<file path="config.mk">
export PLATFORM = sky130hd
export DESIGN_NAME = traffic_layer
export DESIGN_NICKNAME = d
export VERILOG_FILES = /design/src/common/video_pkg.sv /design/src/common/traffic_pkg.sv /design/src/source/traffic_layer.sv /design/src/vehicle_painter/vehicle_painter.sv /design/src/vehicle_painter/car_rom.sv /design/src/traffic_regs/lane_motion.sv /design/src/traffic_regs/traffic_regs.sv
export SDC_FILE = /design/constraint.sdc
export NUM_CORES = 1
export LEC_CHECK = 0
export BUFFER_PORTS_ARGS = -buffer_cell sky130_fd_sc_hd__buf_2
export CORE_UTILIZATION = 55
export CTS_CLUSTER_DIAMETER = 30
export CTS_CLUSTER_SIZE = 28
export DETAILED_ROUTE_END_ITERATION = 8
export PLACE_DENSITY = 0.83
export SETUP_SLACK_MARGIN = 0.4
export SYNTH_ARGS = -nofsm -noshare
export SYNTH_HDL_FRONTEND = slang
export SYNTH_SLANG_ARGS = --single-unit
</file>
<file path="constraint.sdc">
create_clock -name clk -period 19.73 [get_ports clk]
set_clock_uncertainty 0.05 [all_clocks]
set_input_delay 0.9865 -clock clk [delete_from_list [all_inputs] [get_ports clk]]
set_output_delay 0.9865 -clock clk [all_outputs]
set_load 0.02 [all_outputs]
</file>
<file path="src/common/video_pkg.sv">
package video_pkg;

    // screen column or row, wide enough for 640x480 and beyond
    typedef logic [9:0] pixel_coord_t;

    // RRGGBB, two bits per channel
    typedef logic [5:0] color_t;

    // one lane is one block high
    localparam pixel_coord_t BLOCKSIZE = 10'd32;

    // playfield column bounds, right bound exclusive
    localparam pixel_coord_t X_OFFSET_LEFT  = 10'd96;
    localparam pixel_coord_t X_OFFSET_RIGHT = 10'd544;

    // first road lane row, the others follow one block apart
    localparam pixel_coord_t LANE0_Y = 10'd256;

    // above this a vehicle is a truck, exactly this an RV
    localparam pixel_coord_t RV_THRESHOLD = 10'd64;

    // car sprite colours
    localparam color_t CAR_BODY   = 6'b110000;
    localparam color_t CAR_ROOF   = 6'b000000;

    // truck colours
    localparam color_t TRUCK_BODY = 6'b001110;
    localparam color_t TRUCK_CAB  = 6'b001011;

    // RV colours
    localparam color_t RV_BODY    = 6'b101011;
    localparam color_t RV_ROOF    = 6'b111111;
    localparam color_t STRIPE_1   = 6'b111000;
    localparam color_t STRIPE_2   = 6'b000101;

    // shared details
    localparam color_t WINDOW_COL = 6'b111111;
    localparam color_t WHEEL_COL  = 6'b000001;

endpackage
</file>
<file path="src/common/traffic_pkg.sv">
package traffic_pkg;

    // one vehicle per road lane
    localparam int NUM_LANES = 6;

    typedef logic [2:0] lane_idx_t;

    // signed pixels per frame, negative moves left
    typedef logic signed [5:0] lane_speed_t;

    // APB bus widths
    typedef logic [7:0]  apb_addr_t;
    typedef logic [31:0] apb_data_t;

    // per-lane vectors, lane n sits in element n
    typedef video_pkg::pixel_coord_t [NUM_LANES-1:0] lane_pos_vec_t;
    typedef video_pkg::pixel_coord_t [NUM_LANES-1:0] lane_len_vec_t;
    typedef lane_speed_t [NUM_LANES-1:0]             lane_speed_vec_t;

    // register offsets inside a 16 byte lane window
    localparam logic [3:0] REG_X     = 4'h0;
    localparam logic [3:0] REG_LEN   = 4'h4;
    localparam logic [3:0] REG_SPEED = 4'h8;

    // global control, bit 0 enables motion
    // lane windows occupy everything below it
    localparam apb_addr_t REG_CTRL = 8'h60;

    // a fresh lane holds a one block car at the left edge
    localparam video_pkg::pixel_coord_t LANE_X_RESET   = video_pkg::X_OFFSET_LEFT;
    localparam video_pkg::pixel_coord_t LANE_LEN_RESET = video_pkg::BLOCKSIZE;

endpackage

</file>
<file path="src/source/traffic_layer.sv">
module traffic_layer (
    input  logic                    clk,
    input  logic                    arst_n,
    input  logic                    psel,
    input  logic                    penable,
    input  logic                    pwrite,
    input  traffic_pkg::apb_addr_t  paddr,
    input  traffic_pkg::apb_data_t  pwdata,
    output traffic_pkg::apb_data_t  prdata,
    output logic                    pready,
    output logic                    pslverr,
    input  video_pkg::pixel_coord_t col_pos,
    input  video_pkg::pixel_coord_t row_pos,
    input  logic                    pixel_valid,
    input  logic                    frame_start,
    output video_pkg::color_t       color,
    output logic                    color_valid
);

    traffic_pkg::lane_pos_vec_t   lane_x;
    traffic_pkg::lane_len_vec_t   lane_length;
    traffic_pkg::lane_speed_vec_t lane_speed;
    traffic_pkg::lane_pos_vec_t   next_x;
    logic                         motion_en;
    logic                         x_update;
    video_pkg::color_t            color_next;

    traffic_regs regs_i (
        .clk         (clk),
        .arst_n      (arst_n),
        .psel        (psel),
        .penable     (penable),
        .pwrite      (pwrite),
        .paddr       (paddr),
        .pwdata      (pwdata),
        .prdata      (prdata),
        .pready      (pready),
        .pslverr     (pslverr),
        .next_x      (next_x),
        .x_update    (x_update),
        .lane_x      (lane_x),
        .lane_length (lane_length),
        .lane_speed  (lane_speed),
        .motion_en   (motion_en)
    );

    lane_motion motion_i (
        .clk         (clk),
        .arst_n      (arst_n),
        .frame_start (frame_start),
        .motion_en   (motion_en),
        .lane_x      (lane_x),
        .lane_length (lane_length),
        .lane_speed  (lane_speed),
        .next_x      (next_x),
        .x_update    (x_update)
    );

    vehicle_painter painter_i (
        .col_pos     (col_pos),
        .row_pos     (row_pos),
        .lane_x      (lane_x),
        .lane_length (lane_length),
        .color_next  (color_next)
    );

    // one register stage, a new pixel every cycle
    always_ff @(posedge clk or negedge arst_n) begin
        if (!arst_n) begin
            color       <= '0;
            color_valid <= 1'b0;
        end else begin
            color_valid <= pixel_valid;
            if (pixel_valid) begin
                color <= color_next;
            end
        end
    end

endmodule

</file>
<file path="src/vehicle_painter/vehicle_painter.sv">
module vehicle_painter (
    input  video_pkg::pixel_coord_t    col_pos,
    input  video_pkg::pixel_coord_t    row_pos,
    input  traffic_pkg::lane_pos_vec_t lane_x,
    input  traffic_pkg::lane_len_vec_t lane_length,
    output video_pkg::color_t          color_next
);

    logic                    in_field;
    logic                    in_car;
    video_pkg::pixel_coord_t local_x;
    video_pkg::pixel_coord_t local_y;
    video_pkg::pixel_coord_t cur_len;
    logic [9:0]              car_addr;
    video_pkg::color_t       car_pixel;

    car_rom rom_i (
        .addr (car_addr),
        .data (car_pixel)
    );

    assign in_field = (col_pos >= video_pkg::X_OFFSET_LEFT) &&
                      (col_pos <  video_pkg::X_OFFSET_RIGHT);

    // lowest lane wins if two ever overlap
    always_comb begin
        video_pkg::pixel_coord_t lane_y;
        logic [10:0]             car_end;
        in_car  = 1'b0;
        local_x = '0;
        local_y = '0;
        cur_len = '0;
        for (int n = 0; n < traffic_pkg::NUM_LANES; n++) begin
            lane_y  = video_pkg::LANE0_Y + video_pkg::pixel_coord_t'(n) * video_pkg::BLOCKSIZE;
            // 11 bits so a vehicle near 1023 does not wrap
            car_end = {1'b0, lane_x[n]} + {1'b0, lane_length[n]};
            if (!in_car && in_field &&
                row_pos >= lane_y && row_pos < lane_y + video_pkg::BLOCKSIZE &&
                col_pos >= lane_x[n] && {1'b0, col_pos} < car_end) begin
                in_car  = 1'b1;
                local_x = col_pos - lane_x[n];
                local_y = row_pos - lane_y;
                cur_len = lane_length[n];
            end
        end
    end

    // sprite row in the upper five bits
    assign car_addr = {local_y[4:0], local_x[4:0]};

    always_comb begin
        color_next = '0;
        if (in_car) begin
            if (cur_len > video_pkg::RV_THRESHOLD) begin
                // truck
                if (local_y >= 10'd24) begin
                    color_next = video_pkg::TRUCK_BODY;
                    if ((local_x >= 10'd4 && local_x <= 10'd8) ||
                        (local_x >= cur_len - 10'd9 && local_x <= cur_len - 10'd5)) begin
                        color_next = video_pkg::WHEEL_COL;
                    end
                end else if (local_y >= 10'd10) begin
                    // cab is the front block
                    if (local_x >= cur_len - video_pkg::BLOCKSIZE) begin
                        color_next = video_pkg::TRUCK_CAB;
                        if (local_y >= 10'd12 && local_y <= 10'd16 &&
                            local_x >= cur_len - 10'd28 && local_x <= cur_len - 10'd20) begin
                            color_next = video_pkg::WINDOW_COL;
                        end
                    end else begin
                        color_next = video_pkg::TRUCK_BODY;
                    end
                end else begin
                    color_next = video_pkg::TRUCK_BODY;
                end
            end else if (cur_len == video_pkg::RV_THRESHOLD) begin
                // RV, later layers paint over earlier ones
                color_next = video_pkg::RV_BODY;
                if (local_y < 10'd4 && local_x >= 10'd4 && local_x < cur_len - 10'd4) begin
                    color_next = video_pkg::RV_ROOF;
                end
                if (local_y >= 10'd14 && local_y <= 10'd17 &&
                    local_x >= 10'd4 && local_x < cur_len - 10'd4) begin
                    color_next = video_pkg::STRIPE_1;
                end
                if (local_y == 10'd18 && local_x >= 10'd8 && local_x < cur_len - 10'd8) begin
                    color_next = video_pkg::STRIPE_2;
                end
                // two side windows
                if (local_y >= 10'd8 && local_y <= 10'd13 &&
                    ((local_x >= 10'd8 && local_x <= 10'd20) ||
                     (local_x >= 10'd24 && local_x <= 10'd36))) begin
                    color_next = video_pkg::WINDOW_COL;
                end
                // windshield
                if (local_y >= 10'd6 && local_y <= 10'd14 &&
                    local_x >= cur_len - 10'd16 && local_x <= cur_len - 10'd4) begin
                    color_next = video_pkg::WINDOW_COL;
                end
                // headlights
                if (local_y >= 10'd18 && local_y <= 10'd22 &&
                    local_x >= cur_len - 10'd5 && local_x <= cur_len - 10'd1) begin
                    color_next = video_pkg::WINDOW_COL;
                end
                if (local_y >= 10'd24 &&
                    ((local_x >= 10'd9 && local_x <= 10'd14) ||
                     (local_x >= cur_len - 10'd18 && local_x <= cur_len - 10'd12))) begin
                    color_next = video_pkg::WHEEL_COL;
                end
            end else begin
                color_next = car_pixel;
            end
        end
    end

endmodule

</file>
<file path="src/vehicle_painter/car_rom.sv">
module car_rom (
    input  logic [9:0]        addr,
    output video_pkg::color_t data
);

    logic [4:0] row;
    logic [4:0] col;

    // addr is {row, col}
    assign row = addr[9:5];
    assign col = addr[4:0];

    always_comb begin
        // wheels sit on the bottom rows
        if (row >= 5'd26 &&
            ((col >= 5'd3 && col <= 5'd8) || (col >= 5'd23 && col <= 5'd28))) begin
            data = video_pkg::WHEEL_COL;
        end else if (row >= 5'd8 && row <= 5'd13 && col >= 5'd10 && col <= 5'd21) begin
            data = video_pkg::WINDOW_COL;
        end else if (row <= 5'd5) begin
            data = video_pkg::CAR_ROOF;
        end else begin
            data = video_pkg::CAR_BODY;
        end
    end

endmodule

</file>
<file path="src/traffic_regs/lane_motion.sv">
module lane_motion (
    input  logic                         clk,
    input  logic                         arst_n,
    input  logic                         frame_start,
    input  logic                         motion_en,
    input  traffic_pkg::lane_pos_vec_t   lane_x,
    input  traffic_pkg::lane_len_vec_t   lane_length,
    input  traffic_pkg::lane_speed_vec_t lane_speed,
    output traffic_pkg::lane_pos_vec_t   next_x,
    output logic                         x_update
);

    traffic_pkg::lane_pos_vec_t        moved_x;
    logic [traffic_pkg::NUM_LANES-1:0] wrapped;

    always_comb begin
        logic signed [11:0] step;
        logic signed [11:0] sum;
        for (int n = 0; n < traffic_pkg::NUM_LANES; n++) begin
            step       = $signed({{6{lane_speed[n][5]}}, lane_speed[n]});
            sum        = $signed({2'b00, lane_x[n]}) + step;
            moved_x[n] = sum[9:0];
            wrapped[n] = 1'b0;
            if (step > 0) begin
                // off the right edge, restart at the left
                if (sum >= $signed({2'b00, video_pkg::X_OFFSET_RIGHT})) begin
                    moved_x[n] = video_pkg::X_OFFSET_LEFT;
                    wrapped[n] = 1'b1;
                end
            end else if (step < 0) begin
                // off the left edge, tail lands on the right edge
                if (sum < $signed({2'b00, video_pkg::X_OFFSET_LEFT})) begin
                    moved_x[n] = video_pkg::X_OFFSET_RIGHT - lane_length[n];
                    wrapped[n] = 1'b1;
                end
            end
        end
    end

    always_ff @(posedge clk or negedge arst_n) begin
        if (!arst_n) begin
            x_update <= 1'b0;
        end else begin
            x_update <= frame_start && motion_en;
        end
    end

    always_ff @(posedge clk) begin
        if (frame_start && motion_en) begin
            next_x <= moved_x;
        end
    end

    for (genvar n = 0; n < traffic_pkg::NUM_LANES; n++) begin : g_wrap_chk
        // a wrapped vehicle restarts inside the playfield
        assert property (@(posedge clk) disable iff (!arst_n)
            frame_start && motion_en && wrapped[n] |=>
            next_x[n] >= video_pkg::X_OFFSET_LEFT && next_x[n] < video_pkg::X_OFFSET_RIGHT);
    end

endmodule

</file>
<file path="src/traffic_regs/traffic_regs.sv">
module traffic_regs (
    input  logic                         clk,
    input  logic                         arst_n,
    input  logic                         psel,
    input  logic                         penable,
    input  logic                         pwrite,
    input  traffic_pkg::apb_addr_t       paddr,
    input  traffic_pkg::apb_data_t       pwdata,
    output traffic_pkg::apb_data_t       prdata,
    output logic                         pready,
    output logic                         pslverr,
    input  traffic_pkg::lane_pos_vec_t   next_x,
    input  logic                         x_update,
    output traffic_pkg::lane_pos_vec_t   lane_x,
    output traffic_pkg::lane_len_vec_t   lane_length,
    output traffic_pkg::lane_speed_vec_t lane_speed,
    output logic                         motion_en
);

    traffic_pkg::lane_idx_t           lane_sel;
    logic [3:0]                       reg_off;
    logic                             aligned;
    logic                             lane_hit;
    logic                             ctrl_hit;
    logic                             addr_ok;
    logic                             access;
    logic                             wr_en;
    logic [traffic_pkg::NUM_LANES-1:0] lane_wr;
    traffic_pkg::lane_speed_t         rd_speed;

    // 16 bytes per lane
    assign lane_sel = paddr[6:4];
    assign reg_off  = paddr[3:0];
    assign aligned  = (paddr[1:0] == 2'b00);
    assign lane_hit = (paddr < traffic_pkg::REG_CTRL);
    assign ctrl_hit = (paddr == traffic_pkg::REG_CTRL);

    // offset 0xc of each window is a hole
    assign addr_ok = aligned &&
                     (ctrl_hit ||
                      (lane_hit && (reg_off == traffic_pkg::REG_X ||
                                    reg_off == traffic_pkg::REG_LEN ||
                                    reg_off == traffic_pkg::REG_SPEED)));

    // no wait states
    assign access  = psel && penable;
    assign wr_en   = access && pwrite && addr_ok;
    assign pready  = 1'b1;
    assign pslverr = access && !addr_ok;

    always_comb begin
        for (int n = 0; n < traffic_pkg::NUM_LANES; n++) begin
            lane_wr[n] = wr_en && lane_hit && (lane_sel == traffic_pkg::lane_idx_t'(n));
        end
    end

    assign rd_speed = lane_speed[lane_sel];

    always_comb begin
        prdata = '0;
        if (access && !pwrite && addr_ok) begin
            if (ctrl_hit) begin
                prdata = {31'b0, motion_en};
            end else begin
                case (reg_off)
                    traffic_pkg::REG_X:     prdata = {22'b0, lane_x[lane_sel]};
                    traffic_pkg::REG_LEN:   prdata = {22'b0, lane_length[lane_sel]};
                    // speed reads back sign extended
                    traffic_pkg::REG_SPEED: prdata = {{26{rd_speed[5]}}, rd_speed};
                    default:                prdata = '0;
                endcase
            end
        end
    end

    always_ff @(posedge clk or negedge arst_n) begin
        if (!arst_n) begin
            lane_x      <= {traffic_pkg::NUM_LANES{traffic_pkg::LANE_X_RESET}};
            lane_length <= {traffic_pkg::NUM_LANES{traffic_pkg::LANE_LEN_RESET}};
            lane_speed  <= '0;
            motion_en   <= 1'b0;
        end else begin
            for (int n = 0; n < traffic_pkg::NUM_LANES; n++) begin
                // a bus write to x beats the frame update
                if (lane_wr[n] && reg_off == traffic_pkg::REG_X) begin
                    lane_x[n] <= pwdata[9:0];
                end else if (x_update) begin
                    lane_x[n] <= next_x[n];
                end
                if (lane_wr[n] && reg_off == traffic_pkg::REG_LEN) begin
                    lane_length[n] <= pwdata[9:0];
                end
                if (lane_wr[n] && reg_off == traffic_pkg::REG_SPEED) begin
                    lane_speed[n] <= pwdata[5:0];
                end
            end
            if (wr_en && ctrl_hit) begin
                motion_en <= pwdata[0];
            end
        end
    end

    // access phase only ever follows a setup phase
    assert property (@(posedge clk) disable iff (!arst_n) penable |-> psel);

    // address holds from setup into access
    assert property (@(posedge clk) disable iff (!arst_n)
        psel && !penable |=> psel && penable && $stable(paddr));

endmodule

</file>
==> impl_metrics.yaml <==
status:
  outcome: "complete, no violations"
global_routing:
  grt_pass1_vias: 23600
  grt_antenna_before_repair: 1
  grt-ovfl-total: 0
  grt_pass1_wl_um: 138000
  global_route.usage.total_pct: 37.9
  grt_max_degree: 74
setup_path:
  cpMostUsedCell: "a21oi_1"
  crit_slowest_cell: "ha_1"
  cp.arrival_ns: 10.22
  cp_slowest_stage_delay_ns: 0.55
  setup.worst_path.start: "regs_i.lane_x[30]$_DFFE_PN0P_"
  crit_family: "compound AO/OA/AOI/OAI gates"
  critPathBufInv: 3
  cp-end-kind: "flop"
  worstSetupStartpointType: "flop"
  reg2reg_from: "regs_i.lane_x[30]$_DFFE_PN0P_"
  crit_type: "flop to flop"
  worstPathMaxFanout: 13
  required_ns: 20.13
logic_synthesis:
  synth_area_leaders: "ha_1, dfrtp_1, edfxtp_1"
  synth_area_sq_mm: 0.0257
  synth.distinct_cells: 100
  synth.most_common_cell: "ha_1"
  ys_warn_count: 0
  ys_seq_area_share_pct: 23.2
  synth_ff_type: "dfrtp_1"
  synthCells: 2916
  synthArstFlopShare_pct: 73.3
  yosysTopAreaCell: "ha_1"
  ys_ff_latch: 225
  synth.avg_cell_area_sq_um: 8.81
  synth_fp_nets: 3359
  synth_top_area_share_pct: 17.4
  synth_edf_count: 60
  synth_commonest_cells: "ha_1, a21oi_1, inv_1"
timing:
  period_share_pct: 49.8
  setup_violations: 0
  hold_viol: 0
  fin_ws_ns: 9.91
  tightest_slew_ns: 1.36
  slew_headroom_pct: 8.77
  min_period_ns: 9.82
  fmax_mhz: 102
  hold_ws_ns: 0.248
  finalSetupTns_ns: 0
  drv_slew: 0
  rsz0062_at_grt: "false"
drt:
  drt_pass1_iterations: 8
  drt-total-wl_um: 90500
  drt-initial-drc-count: 2797
  detail_route.wl_per_cell_um: 25.2
  viasPerCell: 6.76
  ant_nets: 0
  vias: 24300
  drc: 0
power_and_ir_drop:
  peakVddDrop_mv: 0.0896
  swShare_pct: 28.0
  leakage_uw: 0.0134
  switchingPower_uw: 415
  sequentialPowerShare_pct: 32.6
  powerDensity_mw_per_mm2: 52.5
  pwr-share-comb_pct: 9.4
  internal_power_uw: 1060
  p_clk_share_pct: 58.0
die:
  die_area_sq_mm: 0.0476
  placementRows: 78
  fp.dieH_um: 218
  start_util_pct: 56.2
  coreArea_sq_mm: 0.0457
  io-pin-count: 108
  die_w_um: 218
worst_hold_path:
  hp-class: "input pin to async pin"
cells_and_area:
  n_fill_cell: 3793
  nets: 3389
  final_core_util_pct: 61.7
  area_growth_pct: 9.80
  stdcell_area_sq_mm: 0.0282
  drive_gt1_share_pct: 12.3
cts:
  clock_latency_ns: 0.61
  root_buffer: "clkbuf_16"
  clock-sinks: 225
  post-cts-setup-buffers: 0
  cts_buffer_depth: 3
  post_cts_resized: 0
  cts_tree: "yes"
  hold_buffers: 0
  clk_pin_slew_worst_paths_ns: 0.05
  cts_max_level: 2
  cts_made_buffers: 51
placement:
  placed_area_sq_mm: 0.0264
  gp_congestion: 1.02
  portBuffers: 84
  dpl.hpwl_um: 65500
  place_ws_ns: 10.24
job:
  cap_violations: 0
==> cells in the final DEF (no fill, tap or decap), drive strengths merged, types with 77 or more instances in the layout <==
cell / instances
inv: 225
ha: 358
nor2: 197
a21oi: 252
xnor2: 161
buf: 105
xor2: 77
mux2: 85
o21ai: 143
mux2i: 93
nand2: 174
dfrtp: 147
==> sequential cells by signal (all words and copies together), names as in the netlist <==
signal,count
motion_i.next_x,60
regs_i.lane_length,60
regs_i.lane_x,60
regs_i.lane_speed,36
color,6
color_valid,1
motion_i.x_update,1
regs_i.motion_en,1
==> layout make-up <==
cell class                      count  area [sq um]  share of cell area [%]
Sequential cell                   225          5960                    21.1
Clock inverter                     42           445                    1.58
Multi-Input combinational cell   2349         18300                    65.0
Antenna cell                        2          5.00                  0.0178
Timing Repair Buffer              105           584                    2.07
Inverter                          214           805                    2.85
Clock buffer                       54          1320                    4.67
Tap cell                          600           751                    2.66
==> final timing paths <==
kind | end | slack, ns | depth (start not counted)
max in group asynchronous | motion_i.x_update$_DFF_PN0_ | 17.20 | 3
setup reg to reg | color[4]$_DFFE_PN0P_ | 9.91 | 35
setup / recovery | color[4]$_DFFE_PN0P_ | 9.91 | 35
hold reg to reg | color[0]$_DFFE_PN0P_ | 0.48 | 2
min in group clk | color[0]$_DFFE_PN0P_ | 0.48 | 2
hold / removal | color_valid$_DFF_PN0_ | 0.25 | 1
==> power by group through the flow <==
stage	sequential, uW	clock, uW	combinational, uW
final	483	858	138
after global routing	482	885	150
after CTS	483	860	135
after global placement	490	0	130
after floorplan	489	0	84.1
after detailed placement	490	0	134
==> through the flow <==
step	cells	power [uW]
global route	3589	1520
detailed placement	3493	624
floorplan	2916	573
CTS	3589	1480
finish	3591	1480
global placement	3493	620
==> kinds of logic after synthesis <==
logic type,Yosys count,synth area share (%)
AOI/OAI and AO/OA,822,21.1
and+or+nand+nor,708,13.6
xor gates and xnor gates,238,8.12
other,1,0.0146
muxes,204,9.63
DFF,225,23.2
adders and majority gates,376,18.8
buffers and inverters,342,5.46
==> metal layers <==
layer	wire [um]	vias up	share of wire (%)	global-route usage, %
li1	-	10800	-	-
met3	10700	406	12	10.5
met1	35400	11500	39	48.1
met5	0	-	0	0
met2	38900	1563	43	58.2
met4	5540	0	6.1	20.5
(Power assumes the default switching activity.)
